--- config.mk ---
export PLATFORM = sky130hd
export DESIGN_NAME = commit_stage
export DESIGN_NICKNAME = d
export VERILOG_FILES = /design/src/source/commit_pkg.sv /design/src/source/commit_stage.sv /design/src/source/retire_counter.sv /design/src/source/commit_arb.sv
export SDC_FILE = /design/constraint.sdc
export NUM_CORES = 1
export LEC_CHECK = 0
export BUFFER_PORTS_ARGS = -buffer_cell sky130_fd_sc_hd__buf_2
export CORE_AREA = 2 2 574 576
export CTS_CLUSTER_SIZE = 14
export DETAILED_ROUTE_END_ITERATION = 16
export DIE_AREA = 0 0 576 578
export RECOVER_POWER = 25
export SLEW_MARGIN = 5
export SYNTH_ARGS = -nofsm -noshare
export SYNTH_HDL_FRONTEND = slang
export SYNTH_HIERARCHICAL = 1
export SYNTH_SLANG_ARGS = --single-unit
--- constraint.sdc ---
create_clock -name clk -period 8.7 [get_ports clk]
set_input_delay 1.305 -clock clk [delete_from_list [all_inputs] [get_ports clk]]
set_output_delay 1.305 -clock clk [all_outputs]
set_load 0.02 [all_outputs]
--- src/source/commit_pkg.sv ---
// Shared widths and constants for the commit stage; RTL and testbench refer to them by scoped name
`default_nettype none

package commit_pkg;

    // data word width of one thread lane, also used for the PC
    localparam int XLEN = 32;

    // register index width of the writeback port
    localparam int NR_BITS = 5;

    // width of the retired instruction counter
    localparam int PERF_CTR_BITS = 44;

    // default number of issue slots, each with its own commit arbiter
    localparam int DEF_ISSUE_WIDTH = 2;

    // default number of execution units feeding one slot
    localparam int DEF_NUM_EX_UNITS = 3;

    // default number of threads per warp, which is also the thread mask width
    localparam int DEF_NUM_THREADS = 4;

    // default number of warps
    // the warp ID width is derived from this inside each module
    localparam int DEF_NUM_WARPS = 4;

    // unit positions on the arbiter inputs
    // with the round-robin pointer reset, the ALU is searched first
    localparam int EX_ALU = 0;

    localparam int EX_LSU = 1;

    localparam int EX_SFU = 2;

endpackage

`default_nettype wire
--- src/source/commit_stage.sv ---
// Commit stage top level; one arbiter per issue slot plus the shared retire counter
`timescale 1ns/1ns
`default_nettype none

module commit_stage #(
    parameter int  ISSUE_WIDTH  = commit_pkg::DEF_ISSUE_WIDTH,
    parameter int  NUM_EX_UNITS = commit_pkg::DEF_NUM_EX_UNITS,
    parameter int  NUM_THREADS  = commit_pkg::DEF_NUM_THREADS,
    parameter int  NUM_WARPS    = commit_pkg::DEF_NUM_WARPS,
    localparam int WID_BITS     = (NUM_WARPS > 1) ? $clog2(NUM_WARPS) : 1
) (
    input  wire clk,
    input  wire reset,

    // execution unit results, indexed by slot then unit
    input  wire [ISSUE_WIDTH-1:0][NUM_EX_UNITS-1:0]                   ex_valid,
    input  wire [ISSUE_WIDTH-1:0][NUM_EX_UNITS-1:0][WID_BITS-1:0]     ex_wid,
    input  wire [ISSUE_WIDTH-1:0][NUM_EX_UNITS-1:0][NUM_THREADS-1:0]  ex_tmask,
    input  wire [ISSUE_WIDTH-1:0][NUM_EX_UNITS-1:0][commit_pkg::XLEN-1:0] ex_pc,
    input  wire [ISSUE_WIDTH-1:0][NUM_EX_UNITS-1:0]                   ex_wb,
    input  wire [ISSUE_WIDTH-1:0][NUM_EX_UNITS-1:0][commit_pkg::NR_BITS-1:0] ex_rd,
    input  wire [ISSUE_WIDTH-1:0][NUM_EX_UNITS-1:0][NUM_THREADS-1:0][commit_pkg::XLEN-1:0]
                                                                      ex_data,
    input  wire [ISSUE_WIDTH-1:0][NUM_EX_UNITS-1:0]                   ex_sop,
    input  wire [ISSUE_WIDTH-1:0][NUM_EX_UNITS-1:0]                   ex_eop,
    output wire [ISSUE_WIDTH-1:0][NUM_EX_UNITS-1:0]                   ex_ready,

    // register writeback per slot
    output wire [ISSUE_WIDTH-1:0]                                     wb_valid,
    output wire [ISSUE_WIDTH-1:0][WID_BITS-1:0]                       wb_wid,
    output wire [ISSUE_WIDTH-1:0][NUM_THREADS-1:0]                    wb_tmask,
    output wire [ISSUE_WIDTH-1:0][commit_pkg::XLEN-1:0]               wb_pc,
    output wire [ISSUE_WIDTH-1:0][commit_pkg::NR_BITS-1:0]            wb_rd,
    output wire [ISSUE_WIDTH-1:0][NUM_THREADS-1:0][commit_pkg::XLEN-1:0] wb_data,
    output wire [ISSUE_WIDTH-1:0]                                     wb_sop,
    output wire [ISSUE_WIDTH-1:0]                                     wb_eop,

    // warp scheduler notice per slot
    output wire [ISSUE_WIDTH-1:0]                                     committed,
    output wire [ISSUE_WIDTH-1:0][WID_BITS-1:0]                       committed_wid,

    // performance counter
    output wire [commit_pkg::PERF_CTR_BITS-1:0]                       instret
);

    wire [ISSUE_WIDTH-1:0]                  slot_fire;
    wire [ISSUE_WIDTH-1:0][NUM_THREADS-1:0] slot_tmask;

    // the slots arbitrate independently of each other
    for (genvar s = 0; s < ISSUE_WIDTH; s++) begin : g_slot
        commit_arb #(
            .NUM_EX_UNITS (NUM_EX_UNITS),
            .NUM_THREADS  (NUM_THREADS),
            .NUM_WARPS    (NUM_WARPS)
        ) u_arb (
            .clk           (clk),
            .reset         (reset),
            .ex_valid      (ex_valid[s]),
            .ex_wid        (ex_wid[s]),
            .ex_tmask      (ex_tmask[s]),
            .ex_pc         (ex_pc[s]),
            .ex_wb         (ex_wb[s]),
            .ex_rd         (ex_rd[s]),
            .ex_data       (ex_data[s]),
            .ex_sop        (ex_sop[s]),
            .ex_eop        (ex_eop[s]),
            .ex_ready      (ex_ready[s]),
            .wb_valid      (wb_valid[s]),
            .wb_wid        (wb_wid[s]),
            .wb_tmask      (wb_tmask[s]),
            .wb_pc         (wb_pc[s]),
            .wb_rd         (wb_rd[s]),
            .wb_data       (wb_data[s]),
            .wb_sop        (wb_sop[s]),
            .wb_eop        (wb_eop[s]),
            .slot_fire     (slot_fire[s]),
            .slot_tmask    (slot_tmask[s]),
            .committed     (committed[s]),
            .committed_wid (committed_wid[s])
        );
    end

    // every registered result counts toward instret, with or without writeback
    retire_counter #(
        .ISSUE_WIDTH (ISSUE_WIDTH),
        .NUM_THREADS (NUM_THREADS)
    ) u_retire (
        .clk        (clk),
        .reset      (reset),
        .slot_fire  (slot_fire),
        .slot_tmask (slot_tmask),
        .instret    (instret)
    );

endmodule

`default_nettype wire

--- src/source/retire_counter.sv ---
// Retired instruction counter; sums active threads of all committing slots into instret
`timescale 1ns/1ns
`default_nettype none

module retire_counter #(
    parameter int ISSUE_WIDTH = commit_pkg::DEF_ISSUE_WIDTH,
    parameter int NUM_THREADS = commit_pkg::DEF_NUM_THREADS
) (
    input  wire                                       clk,
    input  wire                                       reset,
    input  wire [ISSUE_WIDTH-1:0]                     slot_fire,
    input  wire [ISSUE_WIDTH-1:0][NUM_THREADS-1:0]    slot_tmask,
    output wire [commit_pkg::PERF_CTR_BITS-1:0]       instret
);

    // one slot retires at most NUM_THREADS lanes, all slots at most ISSUE_WIDTH times that
    localparam int CNT_BITS = $clog2(NUM_THREADS + 1);
    localparam int SUM_BITS = $clog2(ISSUE_WIDTH * NUM_THREADS + 1);

    logic [ISSUE_WIDTH-1:0][CNT_BITS-1:0] cnt;
    logic [ISSUE_WIDTH-1:0][CNT_BITS-1:0] cnt_r;
    logic                                 fire_any_r;
    logic [SUM_BITS-1:0]                  sum;
    logic [SUM_BITS-1:0]                  sum_rr;
    logic                                 fire_any_rr;

    logic [commit_pkg::PERF_CTR_BITS-1:0] instret_r;

    // popcount of each slot's mask, zero when the slot is idle
    always_comb begin
        for (int s = 0; s < ISSUE_WIDTH; s++) begin
            cnt[s] = '0;
            for (int t = 0; t < NUM_THREADS; t++) begin
                cnt[s] = cnt[s] + CNT_BITS'(slot_fire[s] && slot_tmask[s][t]);
            end
        end
    end

    // stage one holds the per-slot counts
    always_ff @(posedge clk) begin
        if (reset) begin
            fire_any_r <= 1'b0;
        end else begin
            fire_any_r <= |slot_fire;
        end
    end

    always_ff @(posedge clk) begin
        cnt_r <= cnt;
    end

    // all slots of one cycle collapse into a single addend
    always_comb begin
        sum = '0;
        for (int s = 0; s < ISSUE_WIDTH; s++) begin
            sum = sum + SUM_BITS'(cnt_r[s]);
        end
    end

    always_ff @(posedge clk) begin
        if (reset) begin
            fire_any_rr <= 1'b0;
        end else begin
            fire_any_rr <= fire_any_r;
        end
    end

    always_ff @(posedge clk) begin
        sum_rr <= sum;
    end

    always_ff @(posedge clk) begin
        if (reset) begin
            instret_r <= '0;
        end else if (fire_any_rr) begin
            instret_r <= instret_r + commit_pkg::PERF_CTR_BITS'(sum_rr);
        end
    end

    assign instret = instret_r;

endmodule

`default_nettype wire

--- src/source/commit_arb.sv ---
// Per-slot commit arbiter; picks one execution unit per cycle round-robin and drives writeback
`timescale 1ns/1ns
`default_nettype none

module commit_arb #(
    parameter int  NUM_EX_UNITS = commit_pkg::DEF_NUM_EX_UNITS,
    parameter int  NUM_THREADS  = commit_pkg::DEF_NUM_THREADS,
    parameter int  NUM_WARPS    = commit_pkg::DEF_NUM_WARPS,
    localparam int WID_BITS     = (NUM_WARPS > 1) ? $clog2(NUM_WARPS) : 1
) (
    input  wire                                                    clk,
    input  wire                                                    reset,

    // results offered by the execution units of this slot
    input  wire [NUM_EX_UNITS-1:0]                                 ex_valid,
    input  wire [NUM_EX_UNITS-1:0][WID_BITS-1:0]                   ex_wid,
    input  wire [NUM_EX_UNITS-1:0][NUM_THREADS-1:0]                ex_tmask,
    input  wire [NUM_EX_UNITS-1:0][commit_pkg::XLEN-1:0]           ex_pc,
    input  wire [NUM_EX_UNITS-1:0]                                 ex_wb,
    input  wire [NUM_EX_UNITS-1:0][commit_pkg::NR_BITS-1:0]        ex_rd,
    input  wire [NUM_EX_UNITS-1:0][NUM_THREADS-1:0][commit_pkg::XLEN-1:0] ex_data,
    input  wire [NUM_EX_UNITS-1:0]                                 ex_sop,
    input  wire [NUM_EX_UNITS-1:0]                                 ex_eop,
    output wire [NUM_EX_UNITS-1:0]                                 ex_ready,

    // register writeback, always accepted
    output wire                                                    wb_valid,
    output wire [WID_BITS-1:0]                                     wb_wid,
    output wire [NUM_THREADS-1:0]                                  wb_tmask,
    output wire [commit_pkg::XLEN-1:0]                             wb_pc,
    output wire [commit_pkg::NR_BITS-1:0]                          wb_rd,
    output wire [NUM_THREADS-1:0][commit_pkg::XLEN-1:0]            wb_data,
    output wire                                                    wb_sop,
    output wire                                                    wb_eop,

    // toward the retire counter
    output wire                                                    slot_fire,
    output wire [NUM_THREADS-1:0]                                  slot_tmask,

    // toward the warp scheduler
    output wire                                                    committed,
    output wire [WID_BITS-1:0]                                     committed_wid
);

    localparam int UNIT_BITS = (NUM_EX_UNITS > 1) ? $clog2(NUM_EX_UNITS) : 1;

    // index of the unit granted last; the search starts one above it
    logic [UNIT_BITS-1:0] last_r;

    logic [NUM_EX_UNITS-1:0] grant;
    logic [UNIT_BITS-1:0]    grant_idx;
    logic                    grant_any;

    // output register of the selected result
    logic                                       valid_r;
    logic [WID_BITS-1:0]                        wid_r;
    logic [NUM_THREADS-1:0]                     tmask_r;
    logic [commit_pkg::XLEN-1:0]                pc_r;
    logic                                       wb_r;
    logic [commit_pkg::NR_BITS-1:0]             rd_r;
    logic [NUM_THREADS-1:0][commit_pkg::XLEN-1:0] data_r;
    logic                                       sop_r;
    logic                                       eop_r;

    // committed notice, one cycle behind the output register
    logic                committed_r;
    logic [WID_BITS-1:0] committed_wid_r;

    // search upward from last_r + 1 and wrap, so the first valid unit found wins
    always_comb begin
        int idx;
        grant     = '0;
        grant_idx = '0;
        grant_any = 1'b0;
        for (int off = 1; off <= NUM_EX_UNITS; off++) begin
            idx = int'(last_r) + off;
            if (idx >= NUM_EX_UNITS) begin
                idx = idx - NUM_EX_UNITS;
            end
            if (!grant_any && ex_valid[idx]) begin
                grant_any = 1'b1;
                grant_idx = UNIT_BITS'(idx);
            end
        end
        if (grant_any) begin
            grant[grant_idx] = 1'b1;
        end
    end

    // the output register never stalls, so the grant is the ready
    assign ex_ready = grant;

    always_ff @(posedge clk) begin
        if (reset) begin
            // pointing at the top unit makes unit 0 the first one searched
            last_r <= UNIT_BITS'(NUM_EX_UNITS - 1);
        end else if (grant_any) begin
            last_r <= grant_idx;
        end
    end

    always_ff @(posedge clk) begin
        if (reset) begin
            valid_r <= 1'b0;
        end else begin
            valid_r <= grant_any;
        end
    end

    always_ff @(posedge clk) begin
        if (grant_any) begin
            wid_r   <= ex_wid[grant_idx];
            tmask_r <= ex_tmask[grant_idx];
            pc_r    <= ex_pc[grant_idx];
            wb_r    <= ex_wb[grant_idx];
            rd_r    <= ex_rd[grant_idx];
            data_r  <= ex_data[grant_idx];
            sop_r   <= ex_sop[grant_idx];
            eop_r   <= ex_eop[grant_idx];
        end
    end

    // results without a destination register still commit, they just skip writeback
    assign wb_valid = valid_r && wb_r;
    assign wb_wid   = wid_r;
    assign wb_tmask = tmask_r;
    assign wb_pc    = pc_r;
    assign wb_rd    = rd_r;
    assign wb_data  = data_r;
    assign wb_sop   = sop_r;
    assign wb_eop   = eop_r;

    assign slot_fire  = valid_r;
    assign slot_tmask = tmask_r;

    // only the last packet of an instruction tells the scheduler the warp is done
    always_ff @(posedge clk) begin
        if (reset) begin
            committed_r <= 1'b0;
        end else begin
            committed_r <= valid_r && eop_r;
        end
    end

    always_ff @(posedge clk) begin
        committed_wid_r <= wid_r;
    end

    assign committed     = committed_r;
    assign committed_wid = committed_wid_r;

endmodule

`default_nettype wire

==> run_summary.xml <==
<?xml version="1.0" encoding="UTF-8"?>
<metrics>
  <group name="critical_path">
    <metric name="worst_r2r_path_depth" unit="">10</metric>
    <metric name="critical_path.n_buffers_inverters" unit="">4</metric>
    <metric name="cpLargestDelayFamily" unit="">buffers and inverters</metric>
    <metric name="r2r_start" unit="">g_slot[1].u_arb/last_r[0]</metric>
    <metric name="critical_path.endpoint_type" unit="">output port</metric>
    <metric name="required" unit="ns">7.39</metric>
    <metric name="arrival_time_at_the_worst_endpoint" unit="ns">4.26</metric>
    <metric name="crit_path_top_delay_cell" unit="">sky130_fd_sc_hd__ha_1</metric>
    <metric name="worstSetupPathDepth" unit="">8</metric>
    <metric name="rrSetupSlack" unit="ns">3.67</metric>
    <metric name="timing.critical_path.fanout_max" unit="">76</metric>
    <metric name="critical_path.max_stage_delay" unit="ns">0.63</metric>
    <metric name="crit_type" unit="">reg -&gt; out</metric>
    <metric name="timing.critical_path.from_type" unit="">flip-flop</metric>
    <metric name="regToRegEndpoint" unit="">g_slot[1].u_arb/wb_pc[16]</metric>
    <metric name="crit_path_cell_trace" unit="">inv_1 -&gt; ha_1 -&gt; mux2_2 -&gt; and2_1 -&gt; a311o_2 -&gt; buf_4 -&gt; inv_6 -&gt; buf_2</metric>
  </group>
  <group name="routing">
    <metric name="antenna_violating_nets_post_route" unit="">0</metric>
    <metric name="vias" unit="">29600</metric>
    <metric name="drcViolationCount" unit="">0</metric>
    <metric name="viasPerCell" unit="">3.61</metric>
    <metric name="m1WireLength" unit="µm">84500</metric>
    <metric name="detailroute.wirelength.met3" unit="µm">29100</metric>
    <metric name="initialDrtViolationCount" unit="">2613</metric>
    <metric name="wirelength" unit="µm">234000</metric>
    <metric name="avgRoutedWirePerCell" unit="µm">28.6</metric>
    <metric name="route.top_layer_used" unit="">met5</metric>
    <metric name="met2RoutedLength" unit="µm">104000</metric>
    <metric name="drt_pre_antenna_iters" unit="">6</metric>
  </group>
  <group name="power_and_ir_drop">
    <metric name="power_frac_clock" unit="">0.144</metric>
    <metric name="power.density" unit="nW/µm²">480</metric>
    <metric name="power.net_switching" unit="µW">10500</metric>
    <metric name="seq_power_share" unit="">0.241</metric>
    <metric name="power.switching_fraction" unit="">0.573</metric>
    <metric name="p_int" unit="µW">7840</metric>
    <metric name="power.leakage" unit="µW">0.0140</metric>
    <metric name="finalPower" unit="µW">18300</metric>
    <metric name="ir_worst_vdd" unit="µV">418</metric>
    <metric name="combinational_share_of_power" unit="">0.615</metric>
  </group>
  <group name="clock_network">
    <metric name="clkSinkCount" unit="">416</metric>
    <metric name="deepest_level_of_the_cts_h_tree" unit="">2</metric>
    <metric name="cts_max_path_buffers" unit="">3</metric>
    <metric name="clock_pin_slew_of_the_registers_on_the_worst_case_setup_and_hold_paths" unit="ns">0.06</metric>
    <metric name="post-cts-setup-buffers" unit="">0</metric>
    <metric name="post_cts_resized" unit="">0</metric>
    <metric name="hold_buffers" unit="">0</metric>
    <metric name="cts_buffers" unit="">60</metric>
    <metric name="cts_root_cell" unit="">sky130_fd_sc_hd__clkbuf_16</metric>
    <metric name="clock_tree_from_tritoncts" unit="">done</metric>
    <metric name="clk-insertion-delay-late" unit="ns">0.76</metric>
  </group>
  <group name="floorplanning">
    <metric name="floorplan.rows" unit="">210</metric>
    <metric name="die_h" unit="µm">578</metric>
    <metric name="die_width" unit="µm">576</metric>
    <metric name="top_level_ports" unit="">1456</metric>
    <metric name="core" unit="µm²">326000</metric>
    <metric name="die_area" unit="µm²">333000</metric>
    <metric name="initial_utilization" unit="">0.0761</metric>
  </group>
  <group name="placement">
    <metric name="hpwlAfterDp" unit="µm">193000</metric>
    <metric name="gp_routability_congestion" unit="">0.969</metric>
    <metric name="dpl_worst_slack" unit="ns">3.41</metric>
    <metric name="place_area" unit="µm²">36300</metric>
    <metric name="portBuffers" unit="">1455</metric>
  </group>
  <group name="sta">
    <metric name="relSlewSlack" unit="">-1.49</metric>
    <metric name="timing.final.setup_violations" unit="">0</metric>
    <metric name="worst_hold_slack" unit="ns">0.383</metric>
    <metric name="timing.fmax" unit="MHz">180</metric>
    <metric name="tightest_slew" unit="ns">3.74</metric>
    <metric name="finalSetupTns" unit="ns">0</metric>
    <metric name="final.setup.worst_slack" unit="ns">3.14</metric>
    <metric name="final.period_utilization" unit="">0.639</metric>
    <metric name="grt_setup_unrepaired" unit="">no</metric>
    <metric name="min_period" unit="ns">5.56</metric>
    <metric name="timing_hold_violations_final" unit="">0</metric>
    <metric name="slew_viol_final" unit="">59</metric>
    <metric name="worst_clock_skew" unit="ns">0.0479</metric>
  </group>
  <group name="yosys">
    <metric name="dominantRegCellSynth" unit="">sky130_fd_sc_hd__edfxtp_1</metric>
    <metric name="synthesis.instances" unit="">2479</metric>
    <metric name="avg_inst_size_synth" unit="µm²">10.0</metric>
    <metric name="synth_seq_area_share" unit="">0.476</metric>
    <metric name="synthesis.area" unit="µm²">24800</metric>
    <metric name="synth_warnings" unit="">6</metric>
    <metric name="synth_enable_flop_cells" unit="">348</metric>
    <metric name="synth.distinct_cells" unit="">61</metric>
    <metric name="async_reset_ff_frac" unit="">0</metric>
    <metric name="syn_nets" unit="">3554</metric>
    <metric name="flops_latches_synth" unit="">416</metric>
  </group>
  <group name="global_routing">
    <metric name="first_global_vias" unit="">28300</metric>
    <metric name="grt_use_total" unit="">0.133</metric>
    <metric name="first_pass_grt_wire_length" unit="µm">292000</metric>
    <metric name="grt_antenna_before_repair" unit="">190</metric>
    <metric name="grt_start_max_net_pins" unit="">180</metric>
    <metric name="overflow" unit="">0</metric>
  </group>
  <group name="run_status">
    <metric name="violated_checks" unit="">max-capacitance violations, max-slew violations</metric>
    <metric name="outcome" unit="">complete, but fails checks</metric>
  </group>
  <group name="min_path">
    <metric name="timing.hold.worst.start" unit="">g_slot[0].u_arb/wb_wid[0]</metric>
    <metric name="min_path_cells" unit="">0</metric>
    <metric name="hold_end" unit="">g_slot[0].u_arb/committed_wid[0]</metric>
    <metric name="holdCritPathClass" unit="">reg -&gt; reg</metric>
  </group>
  <group name="job">
    <metric name="drv.max_cap_violation_count" unit="">1</metric>
  </group>
  <group name="layout">
    <metric name="mostFrequentLayoutCells" unit="">1217 x sky130_fd_sc_hd__buf_2, 372 x sky130_fd_sc_hd__nand2_1, 348 x sky130_fd_sc_hd__o2111ai_1, 348 x sky130_fd_sc_hd__edfxtp_1, 248 x sky130_fd_sc_hd__clkbuf_1</metric>
    <metric name="register_area" unit="µm²">11800</metric>
    <metric name="nNetsFinal" unit="">4779</metric>
    <metric name="final_cell_area" unit="µm²">38200</metric>
    <metric name="multi_input_area" unit="µm²">11200</metric>
    <metric name="final_common_cell" unit="">sky130_fd_sc_hd__buf_2</metric>
    <metric name="area_growth" unit="%">54.1</metric>
    <metric name="layout-drive-gt1-share" unit="">0.372</metric>
    <metric name="filler_cell_count" unit="">37800</metric>
  </group>
</metrics>
## sequential cells by signal, summed over array words and instances, names as in the netlist, 2 cells and up
name,cells
g_slot.u_arb/last_r,4
g_slot.u_arb/wb_eop,2
g_slot.u_arb/slot_tmask,8
g_slot.u_arb/wb_wid,4
g_slot.u_arb/committed,2
g_slot.u_arb/wb_data,256
g_slot.u_arb/wb_sop,2
g_slot.u_arb/committed_wid,4
g_slot.u_arb/wb_rd,10
g_slot.u_arb/wb_r,2
g_slot.u_arb/slot_fire,2
u_retire/cnt_r,6
u_retire/instret,44
g_slot.u_arb/wb_pc,64
u_retire/sum_rr,4
## how the worst max path moves through the flow
stage | start | to | slack [ns]
floorplan | ex_valid[2] | ex_ready[0] | 1.26
global placement | ex_valid[1] | ex_ready[2] | 3.43
detailed placement | ex_valid[1] | ex_ready[2] | 3.41
CTS | g_slot[0].u_arb/last_r[0] | ex_ready[2] | 2.95
global route | g_slot[0].u_arb/last_r[0] | ex_ready[2] | 2.87
finish | g_slot[0].u_arb/last_r[0] | ex_ready[2] | 3.14
## metrics by stage
step                std cells  utilization
floorplan                2479            -
global placement         7988        0.111
detailed placement       7988        0.111
CTS                      8095        0.117
global route             8170        0.117
finish                   8207        0.117
## power by group through the flow
| stage | sequential [µW] | clock [µW] | combinational, µW |
|---|---|---|---|
| finish | 4420 | 2640 | 11300 |
| global route | 4520 | 2820 | 12200 |
| CTS | 4430 | 2790 | 11700 |
| detailed placement | 4450 | 0 | 11700 |
| global placement | 4450 | 0 | 11700 |
| floorplan | 5410 | 0 | 5460 |
## synth_stat cells (4+ instances only)
cell | count | area, µm²
sky130_fd_sc_hd__a2111oi_0 | 4 | 35.0
sky130_fd_sc_hd__a211oi_1 | 10 | 75.1
sky130_fd_sc_hd__a21o_1 | 6 | 45.0
sky130_fd_sc_hd__a21oi_1 | 28 | 140
sky130_fd_sc_hd__a22oi_1 | 174 | 1310
sky130_fd_sc_hd__a31o_2 | 4 | 35.0
sky130_fd_sc_hd__and2_1 | 8 | 50.1
sky130_fd_sc_hd__and3_1 | 5 | 31.3
sky130_fd_sc_hd__and4_1 | 5 | 43.8
sky130_fd_sc_hd__buf_1 | 6 | 22.5
sky130_fd_sc_hd__buf_2 | 184 | 921
sky130_fd_sc_hd__buf_4 | 32 | 240
sky130_fd_sc_hd__buf_6 | 23 | 259
sky130_fd_sc_hd__clkbuf_1 | 87 | 327
sky130_fd_sc_hd__dfxtp_1 | 68 | 1360
sky130_fd_sc_hd__edfxtp_1 | 348 | 10500
sky130_fd_sc_hd__fa_1 | 4 | 80.1
sky130_fd_sc_hd__ha_1 | 19 | 238
sky130_fd_sc_hd__inv_1 | 26 | 97.6
sky130_fd_sc_hd__mux2i_1 | 5 | 50.1
sky130_fd_sc_hd__nand2_1 | 372 | 1400
sky130_fd_sc_hd__nand2b_1 | 8 | 50.1
sky130_fd_sc_hd__nand3_1 | 191 | 956
sky130_fd_sc_hd__nand4_1 | 183 | 1140
sky130_fd_sc_hd__nor2_1 | 41 | 154
sky130_fd_sc_hd__nor2b_1 | 5 | 31.3
sky130_fd_sc_hd__nor3_1 | 6 | 30.0
sky130_fd_sc_hd__nor4_1 | 5 | 31.3
sky130_fd_sc_hd__o2111ai_1 | 348 | 3050
sky130_fd_sc_hd__o211ai_1 | 164 | 1230
sky130_fd_sc_hd__o211ai_2 | 10 | 125
sky130_fd_sc_hd__o21ai_0 | 19 | 95.1
sky130_fd_sc_hd__or3_1 | 12 | 75.1
sky130_fd_sc_hd__xnor2_1 | 25 | 219
## cell type report
class	count	area share
clock inverter	33	0.00955
antenna	112	0.00733
inverter	28	0.00347
sequential	416	0.309
clock buffer	74	0.0425
multi-input combinational	1703	0.294
timing repair buffer	1495	0.192
tap	4346	0.142
## worst reg2reg max path, delay by kind of cell, from the launching register on
| family | cells | cell delay [ns] |
|---|---|---|
| compound gates | 2 | 1.01 |
| fa+ha+maj | 1 | 0.71 |
| buf+inv | 4 | 2.09 |
| flops | 1 | 0.42 |
| simple gates | 3 | 0.63 |
## per-layer routing
layer	track usage	vias to the layer above
met1	0.144	14400
li1	-	12700
met5	0.000284	-
met2	0.211	1940
met3	0.0650	547
met4	0.0795	80
## kinds of logic after synthesis
logic type	synth area share
buf+inv	0.0755
fa+ha+maj	0.0128
mux	0.00459
simple gates	0.167
compound gates	0.255
xor+xnor	0.00882
flops	0.476
(Power assumes the default switching activity.)
